## config.mk

```make
export PLATFORM = sky130hd
export DESIGN_NAME = lut_apb_regs
export DESIGN_NICKNAME = d
export VERILOG_FILES = /design/src/lut_pkg.sv /design/src/lut_apb_regs.sv
export SDC_FILE = /design/constraint.sdc
export NUM_CORES = 1
export LEC_CHECK = 0
export BUFFER_PORTS_ARGS = -buffer_cell sky130_fd_sc_hd__buf_2
export CORE_AREA = 2 2 59 75
export CTS_BUF_LIST = sky130_fd_sc_hd__clkbuf_8
export DETAILED_ROUTE_END_ITERATION = 12
export DIE_AREA = 0 0 61 77
export MAX_ROUTING_LAYER = met4
export PLACE_DENSITY = 0.8
export SYNTH_ARGS = -nofsm -noshare
export SYNTH_HDL_FRONTEND = slang
export SYNTH_SLANG_ARGS = --single-unit
```

## constraint.sdc

```tcl
create_clock -name nvdla_core_clk -period 2.7 [get_ports nvdla_core_clk]
set_input_delay 0.54 -clock nvdla_core_clk [delete_from_list [all_inputs] [get_ports nvdla_core_clk]]
set_output_delay 0.54 -clock nvdla_core_clk [all_outputs]
set_load 0.03 [all_outputs]
```

## src/lut_pkg.sv

```systemverilog
/*
 * lut package: widths, table depths, info flag positions,
 * config bit positions and apb register offsets
 */
`default_nettype none

package lut_pkg;

  // table storage
  localparam int entry_w            = 16;
  localparam int addr_w             = 10;
  localparam int raw_depth_dflt     = 65;
  localparam int density_depth_dflt = 257;

  // request info word, {oflow, uflow, fraction[15:0]}
  localparam int info_w    = 18;
  localparam int oflow_bit = 17;
  localparam int uflow_bit = 16;

  // datapath output
  localparam int out_data_w = 32;
  localparam int out_info_w = 20;

  // apb bus
  localparam int apb_addr_w = 12;
  localparam int apb_data_w = 32;

  // register offsets
  localparam logic [apb_addr_w-1:0] reg_cfg  = 12'h000;
  localparam logic [apb_addr_w-1:0] reg_addr = 12'h004;
  localparam logic [apb_addr_w-1:0] reg_data = 12'h008;

  // config register fields
  localparam int cfg_w            = 4;
  localparam int cfg_table_id_bit = 0;
  localparam int cfg_hybrid_bit   = 1;
  localparam int cfg_oflow_bit    = 2;
  localparam int cfg_uflow_bit    = 3;

endpackage

`default_nettype wire

```

## src/lut_apb_regs.sv

```systemverilog
/*
 * lut apb slave: config and address registers, table data port
 * with one wait state on reads, bounds check and table strobes
 */
`timescale 1ns/1ps
`default_nettype none

module lut_apb_regs #(
  parameter int raw_depth     = lut_pkg::raw_depth_dflt,
  parameter int density_depth = lut_pkg::density_depth_dflt
) (
  input  wire                             nvdla_core_clk,
  input  wire                             nvdla_core_rstn,
  input  wire                             psel,
  input  wire                             penable,
  input  wire                             pwrite,
  input  wire [lut_pkg::apb_addr_w-1:0]   paddr,
  input  wire [lut_pkg::apb_data_w-1:0]   pwdata,
  input  wire [lut_pkg::entry_w-1:0]      raw_rd_data,
  input  wire [lut_pkg::entry_w-1:0]      density_rd_data,
  output logic [lut_pkg::apb_data_w-1:0]  prdata,
  output logic                            pready,
  output logic                            pslverr,
  output logic                            raw_wr_en,
  output logic                            raw_rd_en,
  output logic                            density_wr_en,
  output logic                            density_rd_en,
  output logic [lut_pkg::addr_w-1:0]      tbl_addr,
  output logic [lut_pkg::entry_w-1:0]     wr_data,
  output logic                            hybrid_prio,
  output logic                            oflow_prio,
  output logic                            uflow_prio
);

  localparam logic [lut_pkg::addr_w-1:0] raw_lim     = lut_pkg::addr_w'(raw_depth);
  localparam logic [lut_pkg::addr_w-1:0] density_lim = lut_pkg::addr_w'(density_depth);

  typedef enum logic {
    st_idle,
    st_rd_wait
  } apb_state_t;

  apb_state_t                 state;
  logic [lut_pkg::cfg_w-1:0]  cfg_q;
  logic [lut_pkg::addr_w-1:0] addr_q;
  logic                       table_id;
  logic                       access;
  logic                       sel_cfg;
  logic                       sel_addr;
  logic                       sel_data;
  logic                       unmapped;
  logic                       in_range;
  logic                       data_rd;
  logic                       complete;
  logic                       rd_go;
  logic                       wr_go;
  logic [lut_pkg::entry_w-1:0] tbl_rd_data;

  //////////////////////////////////////////////////////////////////////
  // decode
  //////////////////////////////////////////////////////////////////////

  assign access   = psel & penable;
  assign sel_cfg  = (paddr == lut_pkg::reg_cfg);
  assign sel_addr = (paddr == lut_pkg::reg_addr);
  assign sel_data = (paddr == lut_pkg::reg_data);
  assign unmapped = ~(sel_cfg | sel_addr | sel_data);

  assign table_id    = cfg_q[lut_pkg::cfg_table_id_bit];
  assign hybrid_prio = cfg_q[lut_pkg::cfg_hybrid_bit];
  assign oflow_prio  = cfg_q[lut_pkg::cfg_oflow_bit];
  assign uflow_prio  = cfg_q[lut_pkg::cfg_uflow_bit];

  // bound depends on the selected table
  assign in_range = table_id ? (addr_q < density_lim) : (addr_q < raw_lim);

  // table reads are the only accesses that wait
  assign data_rd  = access & ~pwrite & sel_data;
  assign pready   = access & ((state == st_rd_wait) | ~data_rd);
  assign complete = access & pready;
  assign pslverr  = complete & (unmapped | (sel_data & ~in_range));

  //////////////////////////////////////////////////////////////////////
  // access fsm
  //////////////////////////////////////////////////////////////////////

  always_ff @(posedge nvdla_core_clk or negedge nvdla_core_rstn) begin
    if (!nvdla_core_rstn) begin
      state <= st_idle;
    end else begin
      case (state)
        st_idle:    if (data_rd) state <= st_rd_wait;
        st_rd_wait: state <= st_idle;
        default:    state <= st_idle;
      endcase
    end
  end

  // table strobes, qualified by table_id
  assign rd_go = data_rd & (state == st_idle) & in_range;
  assign wr_go = complete & pwrite & sel_data & in_range;

  assign raw_rd_en     = rd_go & ~table_id;
  assign density_rd_en = rd_go & table_id;
  assign raw_wr_en     = wr_go & ~table_id;
  assign density_wr_en = wr_go & table_id;
  assign tbl_addr      = addr_q;
  assign wr_data       = pwdata[lut_pkg::entry_w-1:0];

  //////////////////////////////////////////////////////////////////////
  // registers
  //////////////////////////////////////////////////////////////////////

  always_ff @(posedge nvdla_core_clk or negedge nvdla_core_rstn) begin
    if (!nvdla_core_rstn) begin
      cfg_q  <= '0;
      addr_q <= '0;
    end else if (complete & pwrite) begin
      if (sel_cfg) cfg_q <= pwdata[lut_pkg::cfg_w-1:0];
      if (sel_addr) addr_q <= pwdata[lut_pkg::addr_w-1:0];
    end
  end

  // read mux
  assign tbl_rd_data = table_id ? density_rd_data : raw_rd_data;

  always_comb begin
    prdata = '0;
    if (sel_cfg) begin
      prdata = lut_pkg::apb_data_w'(cfg_q);
    end else if (sel_addr) begin
      prdata = lut_pkg::apb_data_w'(addr_q);
    end else if (sel_data & in_range) begin
      prdata = lut_pkg::apb_data_w'(tbl_rd_data);
    end
  end

endmodule

`default_nettype wire

```

==> flow_summary.html <==
<table>
<tr><th>Metric</th><th>Value</th></tr>
<tr><th colspan="2">Place</th></tr>
<tr><td>Placed wire-length estimate after detailed placement</td><td>3210 µm</td></tr>
<tr><td>Pre-CTS WS</td><td>0.0433 ns</td></tr>
<tr><td>Placed cells</td><td>about 290</td></tr>
<tr><td>Number of buffers inserted by port buffering</td><td>103</td></tr>
<tr><td>Weighted congestion at the end of routability-driven global placement</td><td>approximately 0.76</td></tr>
<tr><th colspan="2">Synthesis</th></tr>
<tr><td>Top flip-flop cell by instance count after synthesis</td><td>sky130_fd_sc_hd__dfrtp_1</td></tr>
<tr><td>Instance count of the mapped netlist</td><td>147</td></tr>
<tr><td>#FFs+latches synth</td><td>15</td></tr>
<tr><td>EDFF count, synth</td><td>0</td></tr>
<tr><td>Post-synthesis cell type count</td><td>31</td></tr>
<tr><td>Yosys warning total</td><td>0</td></tr>
<tr><td>Netlist area before placement</td><td>1380 µm²</td></tr>
<tr><td>Sequential cell area fraction in the yosys report</td><td>a little over a quarter</td></tr>
<tr><td>Fraction of synthesis flops using an asynchronous set or reset pin</td><td>100%</td></tr>
<tr><td>Mean Syn Cell Area</td><td>9.38 µm²</td></tr>
<tr><th colspan="2">Worst setup path</th></tr>
<tr><td>CP startpoint kind</td><td>flip-flop</td></tr>
<tr><td>Max Fanout on Critical Path</td><td>11</td></tr>
<tr><td>Required arrival time at the worst endpoint</td><td>2.16 ns</td></tr>
<tr><td>Kind of end point of the critical path</td><td>output pin</td></tr>
<tr><td>Type of the worst setup path</td><td>reg2out</td></tr>
<tr><td>Arrival time at the worst endpoint</td><td>between 2 and 2.5 ns</td></tr>
<tr><th colspan="2">Clock tree</th></tr>
<tr><td>Root buffer cell</td><td>sky130_fd_sc_hd__clkbuf_8</td></tr>
<tr><td>Clock tree from TritonCTS</td><td>built</td></tr>
<tr><td>Number of sinks on the clock net</td><td>15</td></tr>
<tr><td># hold bufs at CTS</td><td>0</td></tr>
<tr><td>Maximum level of the CTS H-tree</td><td>1</td></tr>
<tr><td>Number of buffers inserted during clock tree synthesis</td><td>3</td></tr>
<tr><td>Clock network latency to the later pin of the worst-skew pair</td><td>0.24 ns</td></tr>
<tr><td>Bufs on Longest Clock Path</td><td>2</td></tr>
<tr><td>Clock transition at the register clock pins on the worst setup and hold paths after CTS</td><td>around 0.060 ns</td></tr>
<tr><th colspan="2">Drt</th></tr>
<tr><td>Antenna violation net count after detailed routing</td><td>0</td></tr>
<tr><td>Violation count after the first detailed-routing iteration</td><td>20</td></tr>
<tr><td>Post-DR vias/cell</td><td>about 4.5</td></tr>
<tr><td>Total detailed-routing wirelength</td><td>3830 µm</td></tr>
<tr><td>Wire length per cell</td><td>13.1 µm</td></tr>
<tr><td>Number of detailed-route iterations in the first pass</td><td>4</td></tr>
<tr><td>Total via count after detailed routing</td><td>~1300</td></tr>
<tr><td>DRC errors left</td><td>0</td></tr>
<tr><th colspan="2">Timing</th></tr>
<tr><td>Slack of the critical path</td><td>around 0.084 ns</td></tr>
<tr><td>Fin. max-slew vios</td><td>0</td></tr>
<tr><td>Setup violations, final</td><td>0</td></tr>
<tr><td>Setup repair after global routing missed its margin</td><td>true</td></tr>
<tr><td>Fmax</td><td>382 MHz</td></tr>
<tr><td>Clock skew after layout</td><td>0 ns</td></tr>
<tr><td>Share of the cycle needed by the critical path after routing</td><td>96.9%</td></tr>
<tr><td>Number of hold-slack violations in the final timing report</td><td>0</td></tr>
<tr><td>Final critical delay including setup and external delays</td><td>2.62 ns</td></tr>
<tr><th colspan="2">Finish</th></tr>
<tr><td>Final Util</td><td>47.2%</td></tr>
<tr><td># fillers</td><td>~410</td></tr>
<tr><td>Final antenna diode count</td><td>0</td></tr>
<tr><td>Post-layout nets</td><td>319</td></tr>
<tr><td>Proportion of layout cells with a drive suffix above 1</td><td>52.3%</td></tr>
<tr><td>Synthesis-to-layout area growth</td><td>37.0%</td></tr>
<tr><td>Final non-filler cell total</td><td>about 290</td></tr>
<tr><th colspan="2">Floorplan</th></tr>
<tr><td>Starting density of the core</td><td>34.5%</td></tr>
<tr><td>Standard-cell rows</td><td>26</td></tr>
<tr><td>Boundary pin count</td><td>148</td></tr>
<tr><td>Placeable core region</td><td>4000 µm²</td></tr>
<tr><td>Horizontal die dimension</td><td>61 µm</td></tr>
<tr><td>Die Outline Area</td><td>4700 µm²</td></tr>
<tr><td>Die Height</td><td>approximately 77 µm</td></tr>
<tr><th colspan="2">Global route</th></tr>
<tr><td>Overflow left after global routing</td><td>0</td></tr>
<tr><td>Number of antenna violations at the first check in global routing</td><td>0</td></tr>
<tr><td>Wire length of the first global-routing pass</td><td>5940 µm</td></tr>
<tr><td>Overall routing resource usage</td><td>between 15 and 20%</td></tr>
<tr><td>Maximum number of pins on one net before global-route repair</td><td>20</td></tr>
<tr><td>Number of global-route vias before repair</td><td>1289</td></tr>
<tr><th colspan="2">Hold path</th></tr>
<tr><td>Classification of the worst-slack hold path</td><td>in2async</td></tr>
<tr><th colspan="2">Pwr</th></tr>
<tr><td>Peak supply drop</td><td>0.241 mV</td></tr>
<tr><td>PnR Total Power</td><td>0.000531 W</td></tr>
<tr><td>Pwr dens</td><td>about 280 nW/µm²</td></tr>
<tr><td>Leak pwr</td><td>1.01 nW</td></tr>
<tr><th colspan="2">Flow run</th></tr>
<tr><td>Reported max-cap violation count</td><td>0</td></tr>
<tr><th colspan="2">Status</th></tr>
<tr><td>Result of the run</td><td>finished clean</td></tr>
</table>
routing by layer:
| metal | wire [µm] | global-route usage [%] | vias up |
|---|---|---|---|
| met3 | 227 | 1.52 | 4 |
| met5 | 0 | - | - |
| met2 | 2000 | 27.3 | 61 |
| met1 | 1560 | 21.1 | 595 |
| met4 | 42 | 6.52 | 0 |
| li1 | - | - | 661 |
synthesized netlist by cell type, types with 4 or more instances:
cell | n | share of area [%]
sky130_fd_sc_hd__buf_2 | 4 | 1.5
sky130_fd_sc_hd__buf_4 | 33 | 18
sky130_fd_sc_hd__dfrtp_1 | 15 | 27
sky130_fd_sc_hd__mux2_1 | 14 | 11
sky130_fd_sc_hd__mux2i_1 | 16 | 12
sky130_fd_sc_hd__nand2_1 | 7 | 1.9
sky130_fd_sc_hd__nand2b_1 | 4 | 1.8
sky130_fd_sc_hd__nor2_1 | 11 | 3.0
sky130_fd_sc_hd__nor3_2 | 4 | 2.9
sky130_fd_sc_hd__o21ai_1 | 6 | 2.2
sky130_fd_sc_hd__o32ai_1 | 4 | 2.5
registers in the layout, summed over array words and instances, names as in the netlist:
register  cells
tbl_addr     10
state         1
cfg_q         4
metrics by stage:
step | setup TNS [ns] | hold WS [ns] | area [µm²]
after floorplan | 0 | 0.244 | 1440
after CTS | 0 | 0.192 | 1840
after detailed placement | 0 | 0.456 | 1790
final | 0 | 0.187 | 1890
after global placement | 0 | 0.458 | 1790
after global routing | -0.00709 | 0.211 | 1890
kinds of logic after synthesis:
family / count (synthesis) / synth area share [%]
and+or+nand+nor: 40 / 18.5
other: 1 / 0.272
DFF: 15 / 27.2
buffers and inverters: 42 / 20.8
AOI/OAI and AO/OA: 19 / 10.2
muxes: 30 / 23.0
placed cells by master, fill, tap and decap left out:
master | Yosys | routed
sky130_fd_sc_hd__a2111o_1 | 1 | 1
sky130_fd_sc_hd__a31oi_1 | 1 | 1
sky130_fd_sc_hd__and2_1 | 1 | 1
sky130_fd_sc_hd__and4_1 | 2 | 2
sky130_fd_sc_hd__buf_2 | 4 | 93
sky130_fd_sc_hd__buf_4 | 33 | 17
sky130_fd_sc_hd__clkbuf_4 | 0 | 1
sky130_fd_sc_hd__clkbuf_8 | 0 | 3
sky130_fd_sc_hd__conb_1 | 1 | 16
sky130_fd_sc_hd__dfrtp_1 | 15 | 15
sky130_fd_sc_hd__inv_1 | 2 | 3
sky130_fd_sc_hd__mux2_1 | 14 | 14
sky130_fd_sc_hd__mux2i_1 | 16 | 16
sky130_fd_sc_hd__nand2_1 | 7 | 7
sky130_fd_sc_hd__nand2b_1 | 4 | 4
sky130_fd_sc_hd__nand3_1 | 1 | 1
sky130_fd_sc_hd__nand3_2 | 1 | 1
sky130_fd_sc_hd__nand4_1 | 1 | 1
sky130_fd_sc_hd__nor2_1 | 11 | 11
sky130_fd_sc_hd__nor2b_1 | 2 | 2
sky130_fd_sc_hd__nor3_1 | 2 | 2
sky130_fd_sc_hd__nor3_2 | 4 | 4
sky130_fd_sc_hd__nor4_2 | 0 | 1
sky130_fd_sc_hd__nor4_4 | 2 | 2
sky130_fd_sc_hd__o2111a_1 | 1 | 1
sky130_fd_sc_hd__o211ai_1 | 1 | 1
sky130_fd_sc_hd__o21a_1 | 1 | 1
sky130_fd_sc_hd__o21ai_0 | 1 | 1
sky130_fd_sc_hd__o21ai_1 | 6 | 5
sky130_fd_sc_hd__o21ai_2 | 0 | 1
sky130_fd_sc_hd__o221ai_1 | 3 | 3
sky130_fd_sc_hd__o32ai_1 | 4 | 3
sky130_fd_sc_hd__o32ai_2 | 0 | 1
sky130_fd_sc_hd__or3_1 | 1 | 1
area by class of cell:
| cell class | count | area [µm²] | share of cell area, % |
|---|---|---|---|
| multi-input combinational | 105 | 791 | 41.9 |
| timing repair buffer | 111 | 601 | 31.8 |
| sequential | 15 | 375 | 19.9 |
| tap | 56 | 70.1 | 3.71 |
| clock buffer | 3 | 41.3 | 2.19 |
| inverter | 2 | 7.51 | 0.397 |
| clock inverter | 1 | 3.75 | 0.199 |
worst max-delay path, cell delays in order (launching register included):
cell	delay [ns]
sky130_fd_sc_hd__dfrtp_1	0.42
sky130_fd_sc_hd__nor4_2	0.33
sky130_fd_sc_hd__o211ai_1	0.14
sky130_fd_sc_hd__a2111o_1	0.40
sky130_fd_sc_hd__buf_4	0.19
sky130_fd_sc_hd__o32ai_1	0.11
sky130_fd_sc_hd__buf_2	0.24
worst paths after layout:
| kind | cells past startpoint | start | endpoint | slack, ns |
|---|---|---|---|---|
| min | 1 | nvdla_core_rstn | tbl_addr[1]$_DFFE_PN0P_ | 0.19 |
| min in group nvdla_core_clk | 2 | pwdata[8] | tbl_addr[8]$_DFFE_PN0P_ | 0.53 |
| max reg2reg | 2 | state$_DFF_PN0_ | state$_DFF_PN0_ | 1.56 |
| max in group asynchronous | 1 | nvdla_core_rstn | tbl_addr[4]$_DFFE_PN0P_ | 2.27 |
| max | 6 | tbl_addr[1]$_DFFE_PN0P_ | prdata[1] | 0.08 |
| min reg2reg | 1 | tbl_addr[5]$_DFFE_PN0P_ | tbl_addr[5]$_DFFE_PN0P_ | 0.55 |
power by group:
group	total (W)	switching, W	internal, W
Combinational	0.000136	0.0000878	0.0000486
Sequential	0.000226	0.000000300	0.000225
Clock	0.000169	0.0000685	0.000100
repair_timing:
item,in CTS,in global routing
setup endpoints to repair,12,12
setup buffers,0,2
gates cloned,0,0
resized for setup,1,18
pin swaps,0,3
No activity file was read; power rests on OpenSTA's default activity.
