**src/lut_pkg.sv**
```systemverilog
/*
 * lut package: widths, table depths, info flag positions,
 * config bit positions and apb register offsets
 */
`default_nettype none

package lut_pkg;

  // table storage
  localparam int entry_w            = 16;
  localparam int addr_w             = 10;
  localparam int raw_depth_dflt     = 65;
  localparam int density_depth_dflt = 257;

  // request info word, {oflow, uflow, fraction[15:0]}
  localparam int info_w    = 18;
  localparam int oflow_bit = 17;
  localparam int uflow_bit = 16;

  // datapath output
  localparam int out_data_w = 32;
  localparam int out_info_w = 20;

  // apb bus
  localparam int apb_addr_w = 12;
  localparam int apb_data_w = 32;

  // register offsets
  localparam logic [apb_addr_w-1:0] reg_cfg  = 12'h000;
  localparam logic [apb_addr_w-1:0] reg_addr = 12'h004;
  localparam logic [apb_addr_w-1:0] reg_data = 12'h008;

  // config register fields
  localparam int cfg_w            = 4;
  localparam int cfg_table_id_bit = 0;
  localparam int cfg_hybrid_bit   = 1;
  localparam int cfg_oflow_bit    = 2;
  localparam int cfg_uflow_bit    = 3;

endpackage

`default_nettype wire

```
**src/lut_lookup_ctrl.sv**
```systemverilog
/*
 * lut lookup control: request handshake, x/y table selection,
 * info registers and 32-bit sign-extended output stage
 */
`timescale 1ns/1ps
`default_nettype none

module lut_lookup_ctrl (
  input  wire                              nvdla_core_clk,
  input  wire                              nvdla_core_rstn,
  input  wire                              req_valid,
  input  wire [lut_pkg::info_w-1:0]        x_info,
  input  wire [lut_pkg::info_w-1:0]        y_info,
  input  wire                              out_ready,
  input  wire                              hybrid_prio,
  input  wire                              oflow_prio,
  input  wire                              uflow_prio,
  input  wire [lut_pkg::entry_w-1:0]       x_data0,
  input  wire [lut_pkg::entry_w-1:0]       x_data1,
  input  wire [lut_pkg::entry_w-1:0]       y_data0,
  input  wire [lut_pkg::entry_w-1:0]       y_data1,
  output logic                             req_ready,
  output logic                             x_load,
  output logic                             y_load,
  output logic                             out_valid,
  output logic [lut_pkg::out_data_w-1:0]   out_data0,
  output logic [lut_pkg::out_data_w-1:0]   out_data1,
  output logic [lut_pkg::out_info_w-1:0]   out_info,
  output logic                             out_x_sel,
  output logic                             out_y_sel
);

  localparam int ext_w  = lut_pkg::out_data_w - lut_pkg::entry_w;
  localparam int frac_w = lut_pkg::uflow_bit;

  logic                        accept;
  logic [3:0]                  flags;
  logic                        x_sel;
  logic                        y_sel;
  logic [lut_pkg::info_w-1:0]  x_info_q;
  logic [lut_pkg::info_w-1:0]  y_info_q;
  logic [lut_pkg::entry_w-1:0] d0;
  logic [lut_pkg::entry_w-1:0] d1;
  logic [frac_w-1:0]           frac;

  //////////////////////////////////////////////////////////////////////
  // handshake
  //////////////////////////////////////////////////////////////////////

  // stall only while a result waits downstream
  assign req_ready = ~out_valid | out_ready;
  assign accept    = req_valid & req_ready;

  //////////////////////////////////////////////////////////////////////
  // x/y selection
  //////////////////////////////////////////////////////////////////////

  assign flags = {x_info[lut_pkg::oflow_bit], x_info[lut_pkg::uflow_bit],
                  y_info[lut_pkg::oflow_bit], y_info[lut_pkg::uflow_bit]};

  always_comb begin
    x_sel = 1'b0;
    y_sel = 1'b0;
    case (flags)
      // both hit, or one under and the other over
      4'b0000, 4'b0110, 4'b1001: begin
        x_sel = ~hybrid_prio;
        y_sel = hybrid_prio;
      end
      // x hit only
      4'b0001, 4'b0010: x_sel = 1'b1;
      // y hit only
      4'b0100, 4'b1000: y_sel = 1'b1;
      // both under
      4'b0101: begin
        x_sel = ~uflow_prio;
        y_sel = uflow_prio;
      end
      // both over
      4'b1010: begin
        x_sel = ~oflow_prio;
        y_sel = oflow_prio;
      end
      // a side with both flags picks nothing
      default: begin
        x_sel = 1'b0;
        y_sel = 1'b0;
      end
    endcase
  end

  // table lookup registers load with the request
  assign x_load = accept & x_sel;
  assign y_load = accept & y_sel;

  //////////////////////////////////////////////////////////////////////
  // output stage registers
  //////////////////////////////////////////////////////////////////////

  always_ff @(posedge nvdla_core_clk or negedge nvdla_core_rstn) begin
    if (!nvdla_core_rstn) begin
      out_valid <= 1'b0;
      out_x_sel <= 1'b0;
      out_y_sel <= 1'b0;
    end else begin
      if (accept) begin
        out_valid <= 1'b1;
        out_x_sel <= x_sel;
        out_y_sel <= y_sel;
      end else if (out_ready) begin
        out_valid <= 1'b0;
      end
    end
  end

  always_ff @(posedge nvdla_core_clk) begin
    if (accept) begin
      x_info_q <= x_info;
      y_info_q <= y_info;
    end
  end

  //////////////////////////////////////////////////////////////////////
  // output formatting
  //////////////////////////////////////////////////////////////////////

  // zero when neither table chosen
  assign d0 = out_x_sel ? x_data0 : (out_y_sel ? y_data0 : '0);
  assign d1 = out_x_sel ? x_data1 : (out_y_sel ? y_data1 : '0);

  assign frac = out_x_sel ? x_info_q[frac_w-1:0] :
                (out_y_sel ? y_info_q[frac_w-1:0] : '0);

  assign out_data0 = {{ext_w{d0[lut_pkg::entry_w-1]}}, d0};
  assign out_data1 = {{ext_w{d1[lut_pkg::entry_w-1]}}, d1};

  // y flags, x flags, fraction
  assign out_info = {y_info_q[lut_pkg::oflow_bit], y_info_q[lut_pkg::uflow_bit],
                     x_info_q[lut_pkg::oflow_bit], x_info_q[lut_pkg::uflow_bit],
                     frac};

endmodule

`default_nettype wire

```
**config.mk**
```make
export PLATFORM = sky130hd
export DESIGN_NAME = lut_lookup_ctrl
export DESIGN_NICKNAME = d
export VERILOG_FILES = /design/src/lut_pkg.sv /design/src/lut_lookup_ctrl.sv
export SDC_FILE = /design/constraint.sdc
export NUM_CORES = 1
export LEC_CHECK = 0
export ABC_CLOCK_PERIOD_IN_PS = 2600
export BUFFER_PORTS_ARGS = -buffer_cell sky130_fd_sc_hd__buf_2
export CAP_MARGIN = 20
export CORE_MARGIN = 2
export CORE_UTILIZATION = 37
export DETAILED_ROUTE_END_ITERATION = 10
export PLACE_DENSITY = 0.78
export SLEW_MARGIN = 10
export SYNTH_ARGS = -nofsm -noshare
export SYNTH_HDL_FRONTEND = slang
export SYNTH_SLANG_ARGS = --single-unit
```
**constraint.sdc**
```tcl
create_clock -name nvdla_core_clk -period 2.6 [get_ports nvdla_core_clk]
set_clock_uncertainty 0.1 [all_clocks]
set_input_delay 0.52 -clock nvdla_core_clk [delete_from_list [all_inputs] [get_ports nvdla_core_clk]]
set_output_delay 0.52 -clock nvdla_core_clk [all_outputs]
set_load 0.03 [all_outputs]
```
==> out/results.tsv, run 1 <==
metric	value	unit
hold slack	0.3130	ns
total number of vias	1881	
Die X	78.56	um
global-route wire length before repair	8107	um
Tmin final	2.267	ns
start point of the critical path	out_x_sel$_DFFE_PN0P_	
Max Cap Viol	0	
CTS Buf Count	5	
Worst Path Required	1.98	ns
worst r2r dst	out_x_sel$_DFFE_PN0P_	
drt total wl	5501	um
Initial DRC Count	42	
CTS Buffer Depth	2	
largest area contributor in the netlist	edfxtp_1	
max incr delay on CP	0.50	ns
WL/cell	13.86	um
CP arrival	1.65	ns
Initial Util	37.82	%
#FFs+latches synth	39	
router iterations before antenna repair	4	
status	finished clean	
CTS tree	yes	
RePlAce Congestion	0.7601	
Pleak	1.512	nW
drc violations	0	
Worst setup EP type	primary output	
max-slew violation count	0	
most common cell after layout, fill and taps aside	buf_2	
count of cell types in the netlist	23	
vias in the first global route	1705	
Critical Setup Path Class	reg -> out	
clock sinks	39	
RSZ-0062 raised after global routing	false	
Worst R2R Path Depth	6	
worst hold path class	in -> reg	
CTS root buf	clkbuf_8	
H-tree levels	2	
Syn Inst Count	163	
area grow syn2layout	43.55	%
VDD IR-drop max	474.4	uV
Setup-failing EPs final	0	
YS warnings	0	
reg2reg start	out_valid$_DFFE_PN0P_	
PwrDens	683.3	mW/mm^2
Syn Area/Cell	12.62	um^2
largest cells by area after synthesis	edfxtp_1 53%, a22o_1 20%, buf_4 13%	
crit path cell chain	buf_4 -> a22o_1 -> buf_2	
Cell Area, Synth	0.002057	mm^2
largest net degree at the start of global routing	43	
largest fanout on the critical path	42	
GRT Resource Usage Total	16.79	%
# diodes	0	
vias per cell	4.738	
syn nets	270	
nets@finish	431	
core area	0.005439	mm^2
Seq/Total Area, Yosys	56.20	%
period utilization	87.20	%
Worst-Skew Late Latency	0.27	ns
post-CTS setup buffers	0	
fmax	0.4411	GHz
reg2reg setup slack	1.09	ns
CP max stage cell	dfrtp_2	
row cnt	27	
worst-margin pin slew	0.4221	ns
share of cells above drive strength 1	64.31	%
antenna violations before repair	0	
CP endpoint	out_info[7]	
Hold Violations, Final	0	
highest-count cells in the layout ignoring fill and taps	196 x buf_2, 47 x a22o_1, 36 x edfxtp_1, 5 x nand2_1, 5 x clkbuf_8	
clock-pin slew on the worst setup and hold paths	0.07	ns
CP startpoint kind	flop	
Boundary Pins	197	
total die area	0.006172	mm^2
relative max-transition margin	71.86	%
IO buf count	196	
Post-DP HPWL	4393	um
setup_tns	0	ns
Antenna Nets Post-Route	0	
grt ovf	0	
post-synth top area share	52.55	%
die height	78.56	um
-- worst max-delay path: cells and delay by family, from the launching register on --
family,cells,cell delay (ns)
AOI/OAI and AO/OA,1,0.22
buffers and inverters,2,0.62
DFF,1,0.50
-- sequential cells by signal, indices dropped and copies added (netlist names) --
name	count
out_valid	1
out_x_sel	1
out_y_sel	1
x_info_q	18
y_info_q	18
-- synth_stat cells --
cell / count
inv_1: 3
a211o_1: 1
buf_4: 36
o21ai_0: 1
nor2b_4: 1
clkbuf_1: 7
o211ai_1: 1
nand3_1: 1
a21o_1: 1
buf_2: 4
or3_1: 1
nand2b_1: 2
nor2_1: 3
a31oi_2: 1
nor2b_1: 1
a22o_1: 47
nand3b_1: 2
a31oi_1: 1
nand2_1: 5
dfrtp_1: 3
o21ai_1: 1
edfxtp_1: 36
a21oi_1: 4
-- timing repair --
item	4_1_cts	5_1_grt
hold buffers	1	0
gates resized for setup	0	0
endpoints found under the hold margin	3	0
-- worst min-delay path by stage --
stage,startpoint,end,slack (ns),cells after the start
4_1_cts,x_info[14],x_info_q[14]$_DFFE_PP_,0.30,1
6_report,x_info[4],x_info_q[4]$_DFFE_PP_,0.31,1
5_1_grt,y_info[6],y_info_q[6]$_DFFE_PP_,0.30,1
3_5_place_dp,nvdla_core_rstn,out_y_sel$_DFFE_PN0P_,0.22,1
3_3_place_gp,nvdla_core_rstn,out_valid$_DFFE_PN0P_,0.22,1
2_1_floorplan,nvdla_core_rstn,out_valid$_DFFE_PN0P_,0.12,0
-- metrics by stage --
stage               instances  total power, W  instance area (um^2)  utilization, %  setup WS, ns
floorplan                 163        0.001474                  2057               -       0.09292
global placement          388        0.001665                  2863           52.63        0.3212
detailed placement        388        0.001674                  2863           52.63        0.3532
CTS                       397        0.002037                  2953           54.29        0.2816
global route              397        0.002108                  2953           54.29        0.1968
finish                    397        0.002018                  2953           54.29        0.3327
-- layout make-up --
class	count	area [um^2]
repair buffers	201	1033
well taps	72	90.09
multi-input cells	74	580.6
clock inverters	2	7.507
flip-flops and latches	39	1157
clock buffers	6	72.57
inverters	3	11.26
fillers	484	2486
-- cell families (layout without fill, tap and decap cells) --
family | Yosys count | in the layout | synth area share (%)
DFF | 39 | 39 | 56.20
buffers and inverters | 50 | 212 | 15.94
and+or+nand+nor | 16 | 16 | 4.318
AOI/OAI and AO/OA | 58 | 58 | 23.54
-- power breakdown --
group | internal, W | switching (W)
clock network | 0.000182 | 0.000178
logic | 0.000288 | 0.000618
registers | 0.000730 | 0.0000207
total | 0.00120 | 0.000817
-- layer usage --
layer / GRT usage (%) / part of all wire (%)
met1: 20.47 / 39
met2: 27.35 / 48
met3: 5.402 / 10
met4: 7.018 / 2.3
met5: 0 / 0
(Power assumes the default switching activity.)
==> run 2: changes to the inputs <==
--- a/config.mk
+++ b/config.mk
@@ -10,6 +10,7 @@
 export CAP_MARGIN = 20
 export CORE_MARGIN = 2
 export CORE_UTILIZATION = 37
+export CTS_BUF_LIST = sky130_fd_sc_hd__clkbuf_4 sky130_fd_sc_hd__clkbuf_8 sky130_fd_sc_hd__clkbuf_16
 export DETAILED_ROUTE_END_ITERATION = 10
 export PLACE_DENSITY = 0.78
 export SLEW_MARGIN = 10
==> run 2 against run 1 <==
  * Count of clock-buffer cells in the layout unchanged
  * Design area up 0.13%
  * Clock power up 2%
  * Cell count unchanged
  * Fmax about the same
  * Non-clock buffer count unchanged
  * Critical endpoint unchanged
  * Largest cell class unchanged
  * Largest power group unchanged
==> out/results.tsv, run 2 (synthesis results as in run 1) <==
metric	value	unit	change
status	finished clean		
Worst Path Required	1.98	ns	about the same
reg2reg setup slack	1.08	ns	about the same
Initial DRC Count	41		-2.4%
drt total wl	5502	um	about the same
Crit path max-delay family	buffers and inverters		
vias per cell	4.746		+0.16%
CP arrival	1.65	ns	about the same
start point of the critical path	out_x_sel$_DFFE_PN0P_		
CP startpoint kind	flop		
CTS Buffer Depth	2		unchanged
share of cells above drive strength 1	64.62	%	+0.31 points
CTS tree	yes		
hold depth	1		unchanged
largest fanout on the critical path	42		unchanged
VDD IR-drop max	470.5	uV	-0.83%
clock sinks	39		unchanged
Hold Violations, Final	0		unchanged
Setup-failing EPs final	0		unchanged
post-CTS sizing	0		unchanged
H-tree levels	2		unchanged
fmax	0.4409	GHz	about the same
IO buf count	196		unchanged
CP max stage cell	dfrtp_2		
WP buf/inv	2		unchanged
grt ovf	0		unchanged
CTS root buf	clkbuf_8		
reg2reg start	out_valid$_DFFE_PN0P_		
# diodes	0		unchanged
highest-count cells in the layout ignoring fill and taps	196 x buf_2, 47 x a22o_1, 36 x edfxtp_1, 5 x nand2_1, 5 x clkbuf_8		
Placed Cells	388		unchanged
Die X	78.56	um	unchanged
number of cells on the critical path	3		unchanged
total die area	0.006172	mm^2	unchanged
crit path cell chain	buf_4 -> a22o_1 -> buf_2		
Critical Setup Path Class	reg -> out		
Post-DP HPWL	4393	um	unchanged
period utilization	87.23	%	about the same
row cnt	27		unchanged
Antenna Nets Post-Route	0		unchanged
Metal-1 WL	2170	um	+1.2%
GRT Resource Usage Total	16.79	%	unchanged
RePlAce Congestion	0.7601		unchanged
Worst setup EP type	primary output		
setup_tns	0	ns	unchanged
most common cell after layout, fill and taps aside	buf_2		
Final Non-Filler Cells	397		unchanged
router iterations before antenna repair	4		unchanged
max-slew violation count	0		unchanged
antenna violations before repair	0		unchanged
largest net degree at the start of global routing	43		unchanged
Initial Util	37.82	%	unchanged
max incr delay on CP	0.50	ns	about the same
Boundary Pins	197		unchanged
Post-CTS Hold Buffers	1		unchanged
met2 WL	2653	um	-0.15%
clock-pin slew on the worst setup and hold paths	0.07	ns	about the same
Worst-Skew Late Latency	0.27	ns	about the same
PwrDens	685.5	mW/mm^2	+0.33%
post-CTS setup buffers	0		unchanged
worst hold path startpoint	x_info[14]		
largest registers	x_info_q x18, y_info_q x18		
total number of vias	1884		+0.16%
worst hold path class	in -> reg		
die height	78.56	um	unchanged
area grow syn2layout	43.73	%	
WL/cell	13.86	um	about the same
RSZ-0062 raised after global routing	false		
worst-margin pin slew	0.4233	ns	+0.001246 ns
drc violations	0		unchanged
vias in the first global route	1705		unchanged
DR top layer	met4		
Max Cap Viol	0		unchanged
Tmin final	2.268	ns	+0.0006370 ns
core area	0.005439	mm^2	unchanged
CTS Buf Count	5		unchanged
relative max-transition margin	71.78	%	-0.083 points
hold slack	0.3133	ns	+0.0003120 ns
nets@finish	431		unchanged
global-route wire length before repair	8107	um	unchanged
Pleak	1.515	nW	+0.23%
Worst R2R Path Depth	6		unchanged
metal3 WL	552	um	-3.5%
run 2: cell counts in the layout (fill, tap and decap cells not counted):
Identical to the previous run, type by type.
run 2: area by class of cell:
cell class,instances,area [um^2]
fill,483,2482
sequential,39,1157
timing repair buffer,201,1033
multi-input combinational,74,580.6
tap,72,90.09
clock buffer,6,76.32
inverter,3,11.26
clock inverter,2,7.507
run 2: stage by stage:
stage	util [%]	worst slack (ns)	total power, W	cell area (um^2)
2_1_floorplan	-	0.09292	0.001474	2057
3_3_place_gp	52.63	0.3212	0.001665	2863
3_5_place_dp	52.63	0.3532	0.001674	2863
4_1_cts	54.36	0.2816	0.002047	2957
5_1_grt	54.36	0.1968	0.002119	2957
6_report	54.36	0.3321	0.002027	2957
run 2: worst reg2reg max path: stages, from the launching register on:
cell      delay, ns
dfrtp_1        0.38
nand2b_1       0.12
nand2_1        0.14
inv_1          0.23
buf_12         0.24
nor2_1         0.07
a31oi_2        0.15
run 2: power by group:
| group | switching [W] | internal, W | leakage [nW] | total, W |
|---|---|---|---|---|
| combinational | 0.000618 | 0.000288 | 1.09 | 0.000906 |
| sequential | 0.0000207 | 0.000730 | 0.377 | 0.000751 |
| clock | 0.000177 | 0.000193 | 0.0437 | 0.000370 |
run 2: worst paths after layout:
kind                                           to
min reg2reg                 out_valid$_DFFE_PN0P_
min                        x_info_q[14]$_DFFE_PP_
max                                   out_info[7]
max reg2reg                 out_x_sel$_DFFE_PN0P_
min in group asynchronous   out_x_sel$_DFFE_PN0P_
max in group asynchronous   out_x_sel$_DFFE_PN0P_
run 2: layer usage:
layer | GRT usage (%) | vias to the layer above
li1 | - | 914
met1 | 20.47 | 839
met2 | 27.35 | 118
met3 | 5.402 | 13
met4 | 7.018 | 0
met5 | 0 | -
==> run 3: changes to the inputs <==
--- a/config.mk
+++ b/config.mk
@@ -12,6 +12,7 @@
 export CORE_UTILIZATION = 37
 export CTS_BUF_LIST = sky130_fd_sc_hd__clkbuf_4 sky130_fd_sc_hd__clkbuf_8 sky130_fd_sc_hd__clkbuf_16
 export DETAILED_ROUTE_END_ITERATION = 10
+export MAX_ROUTING_LAYER = met4
 export PLACE_DENSITY = 0.78
 export SLEW_MARGIN = 10
 export SYNTH_ARGS = -nofsm -noshare
==> run 3 against run 2 <==
  * Sequential power is essentially flat
  * Register-to-register slack about the same
  * Die area unchanged
  * Via count increased by 0.90%
  * Largest cell class unchanged
  * Design area did not move
  * Critical path type unchanged
  * Utilization unchanged
==> out/results.tsv, run 3 (synthesis results as in run 1) <==
metric	value	unit	change
core area	0.005439	mm^2	unchanged
setup_tns	0	ns	unchanged
WP buf/inv	2		unchanged
worst hold endpoint	x_info_q[14]$_DFFE_PP_		
worst hold path class	in -> reg		
Crit path max-delay family	buffers and inverters		
status	finished clean		
Worst-Skew Late Latency	0.27	ns	about the same
antenna violations before repair	0		unchanged
most common cell after layout, fill and taps aside	buf_2		
grt ovf	0		unchanged
row cnt	27		unchanged
Final Util	54.36	%	unchanged
IO buf count	196		unchanged
largest registers	x_info_q x18, y_info_q x18		
reg2reg start	out_valid$_DFFE_PN0P_		
total die area	0.006172	mm^2	unchanged
Hold Violations, Final	0		unchanged
met2 usage	27.09	%	-0.26 points
CP max stage cell	dfrtp_2		
CP arrival	1.65	ns	about the same
Post-DP HPWL	4393	um	unchanged
grt met1 use	21.36	%	+0.89 points
CTS tree	yes		
Worst Path Required	1.98	ns	about the same
area grow syn2layout	43.73	%	unchanged
clock sinks	39		unchanged
# diodes	0		unchanged
met3 global-route usage	4.598	%	-0.80 points
PwrDens	686.1	mW/mm^2	about the same
storage element area	0.001157	mm^2	unchanged
Die X	78.56	um	unchanged
area of placed instances	0.002863	mm^2	unchanged
Pleak	1.515	nW	unchanged
fmax	0.4411	GHz	about the same
fill count	483		unchanged
Setup-failing EPs final	0		unchanged
dpl ws	0.3532	ns	unchanged
highest-count cells in the layout ignoring fill and taps	196 x buf_2, 47 x a22o_1, 36 x edfxtp_1, 5 x nand2_1, 5 x clkbuf_8		
vias in the first global route	1706		+0.059%
reg2reg setup slack	1.08	ns	about the same
CTS Buffer Depth	2		unchanged
area occupied by multi-input gates	580.6	um^2	unchanged
Critical Setup Path Class	reg -> out		
drc violations	0		unchanged
Initial DRC Count	34		-17%
clock-pin slew on the worst setup and hold paths	0.07	ns	about the same
GRT Resource Usage Total	17.31	%	+0.52 points
CTS Buf Count	5		unchanged
crit path cell chain	buf_4 -> a22o_1 -> buf_2		
vias per cell	4.788		+0.90%
period utilization	87.20	%	about the same
worst-margin pin slew	0.4210	ns	-0.002375 ns
post-CTS sizing	0		unchanged
total chip power	0.002029	W	about the same
relative max-transition margin	71.94	%	+0.16 points
Boundary Pins	197		unchanged
layer carrying the most global-route usage	met2		
Max Cap Viol	0		unchanged
worst hold path startpoint	x_info[14]		
drt total wl	5507	um	about the same
share of cells above drive strength 1	64.62	%	unchanged
Worst R2R Path Depth	4		-2
CP startpoint kind	flop		
CTS root buf	clkbuf_8		
max-slew violation count	0		unchanged
worst r2r dst	x_info_q[6]$_DFFE_PP_		
max incr delay on CP	0.50	ns	about the same
final worst setup slack	0.3327	ns	+0.0006300 ns
global-route wire length before repair	8128	um	+0.26%
nets@finish	431		unchanged
VDD IR-drop max	470.3	uV	about the same
H-tree levels	2		unchanged
Initial Util	37.82	%	unchanged
largest net degree at the start of global routing	43		unchanged
Tmin final	2.267	ns	-0.0006300 ns
Antenna Nets Post-Route	0		unchanged
Worst setup EP type	primary output		
router iterations before antenna repair	4		unchanged
Design Area, Final	0.002957	mm^2	unchanged
RePlAce Congestion	0.7702		+1.3%
hold depth	1		unchanged
die height	78.56	um	unchanged
WL/cell	13.87	um	about the same
RSZ-0062 raised after global routing	false		
largest fanout on the critical path	42		unchanged
total number of vias	1901		+0.90%
[run 3: cell counts in the layout (fill, tap and decap cells not counted)]
Identical to the previous run, type by type.
[run 3: power by group]
group,switching [W],internal (W)
sequential,0.0000207,0.000730
combinational,0.000619,0.000288
clock,0.000178,0.000193
[run 3: layout make-up]
type / instances / area share, %
Clock buffer: 6 / 2.581
Clock inverter: 2 / 0.2539
Inverter: 3 / 0.3809
Multi-Input combinational cell: 74 / 19.64
Sequential cell: 39 / 39.15
Tap cell: 72 / 3.047
Timing Repair Buffer: 201 / 34.96
[run 3: worst max path at each step]
stage | slack (ns) | to | cells past startpoint | start
detailed placement | 0.35 | x_load | 6 | x_info[17]
CTS | 0.28 | out_info[2] | 3 | out_x_sel$_DFFE_PN0P_
global route | 0.19 | out_info[15] | 3 | out_x_sel$_DFFE_PN0P_
floorplan | 0.09 | out_data0[16] | 4 | out_x_sel$_DFFE_PN0P_
global placement | 0.32 | x_load | 6 | x_info[17]
finish | 0.33 | out_info[7] | 3 | out_x_sel$_DFFE_PN0P_
[run 3: layer usage]
metal | vias to the layer above | part of all wire, % | routed length (um)
met3 | 13 | 9.1 | 500
met2 | 120 | 49 | 2681
met5 | - | 0 | 0
li1 | 915 | - | -
met4 | 0 | 2.2 | 123
met1 | 853 | 40 | 2202
[run 3: metrics by stage]
| stage | hold slack [ns] | cells |
|---|---|---|
| 6_report | 0.3121 | 397 |
| 5_1_grt | 0.2979 | 397 |
| 4_1_cts | 0.3021 | 397 |
| 2_1_floorplan | 0.1244 | 163 |
| 3_3_place_gp | 0.2192 | 388 |
| 3_5_place_dp | 0.2197 | 388 |
[run 3: what timing repair did]
item | in CTS | in global routing
endpoints found under the setup margin | 0 | 0
hold buffers | 1 | 0
buffers inserted | 0 | 0
hold endpoints to repair | 3 | 0
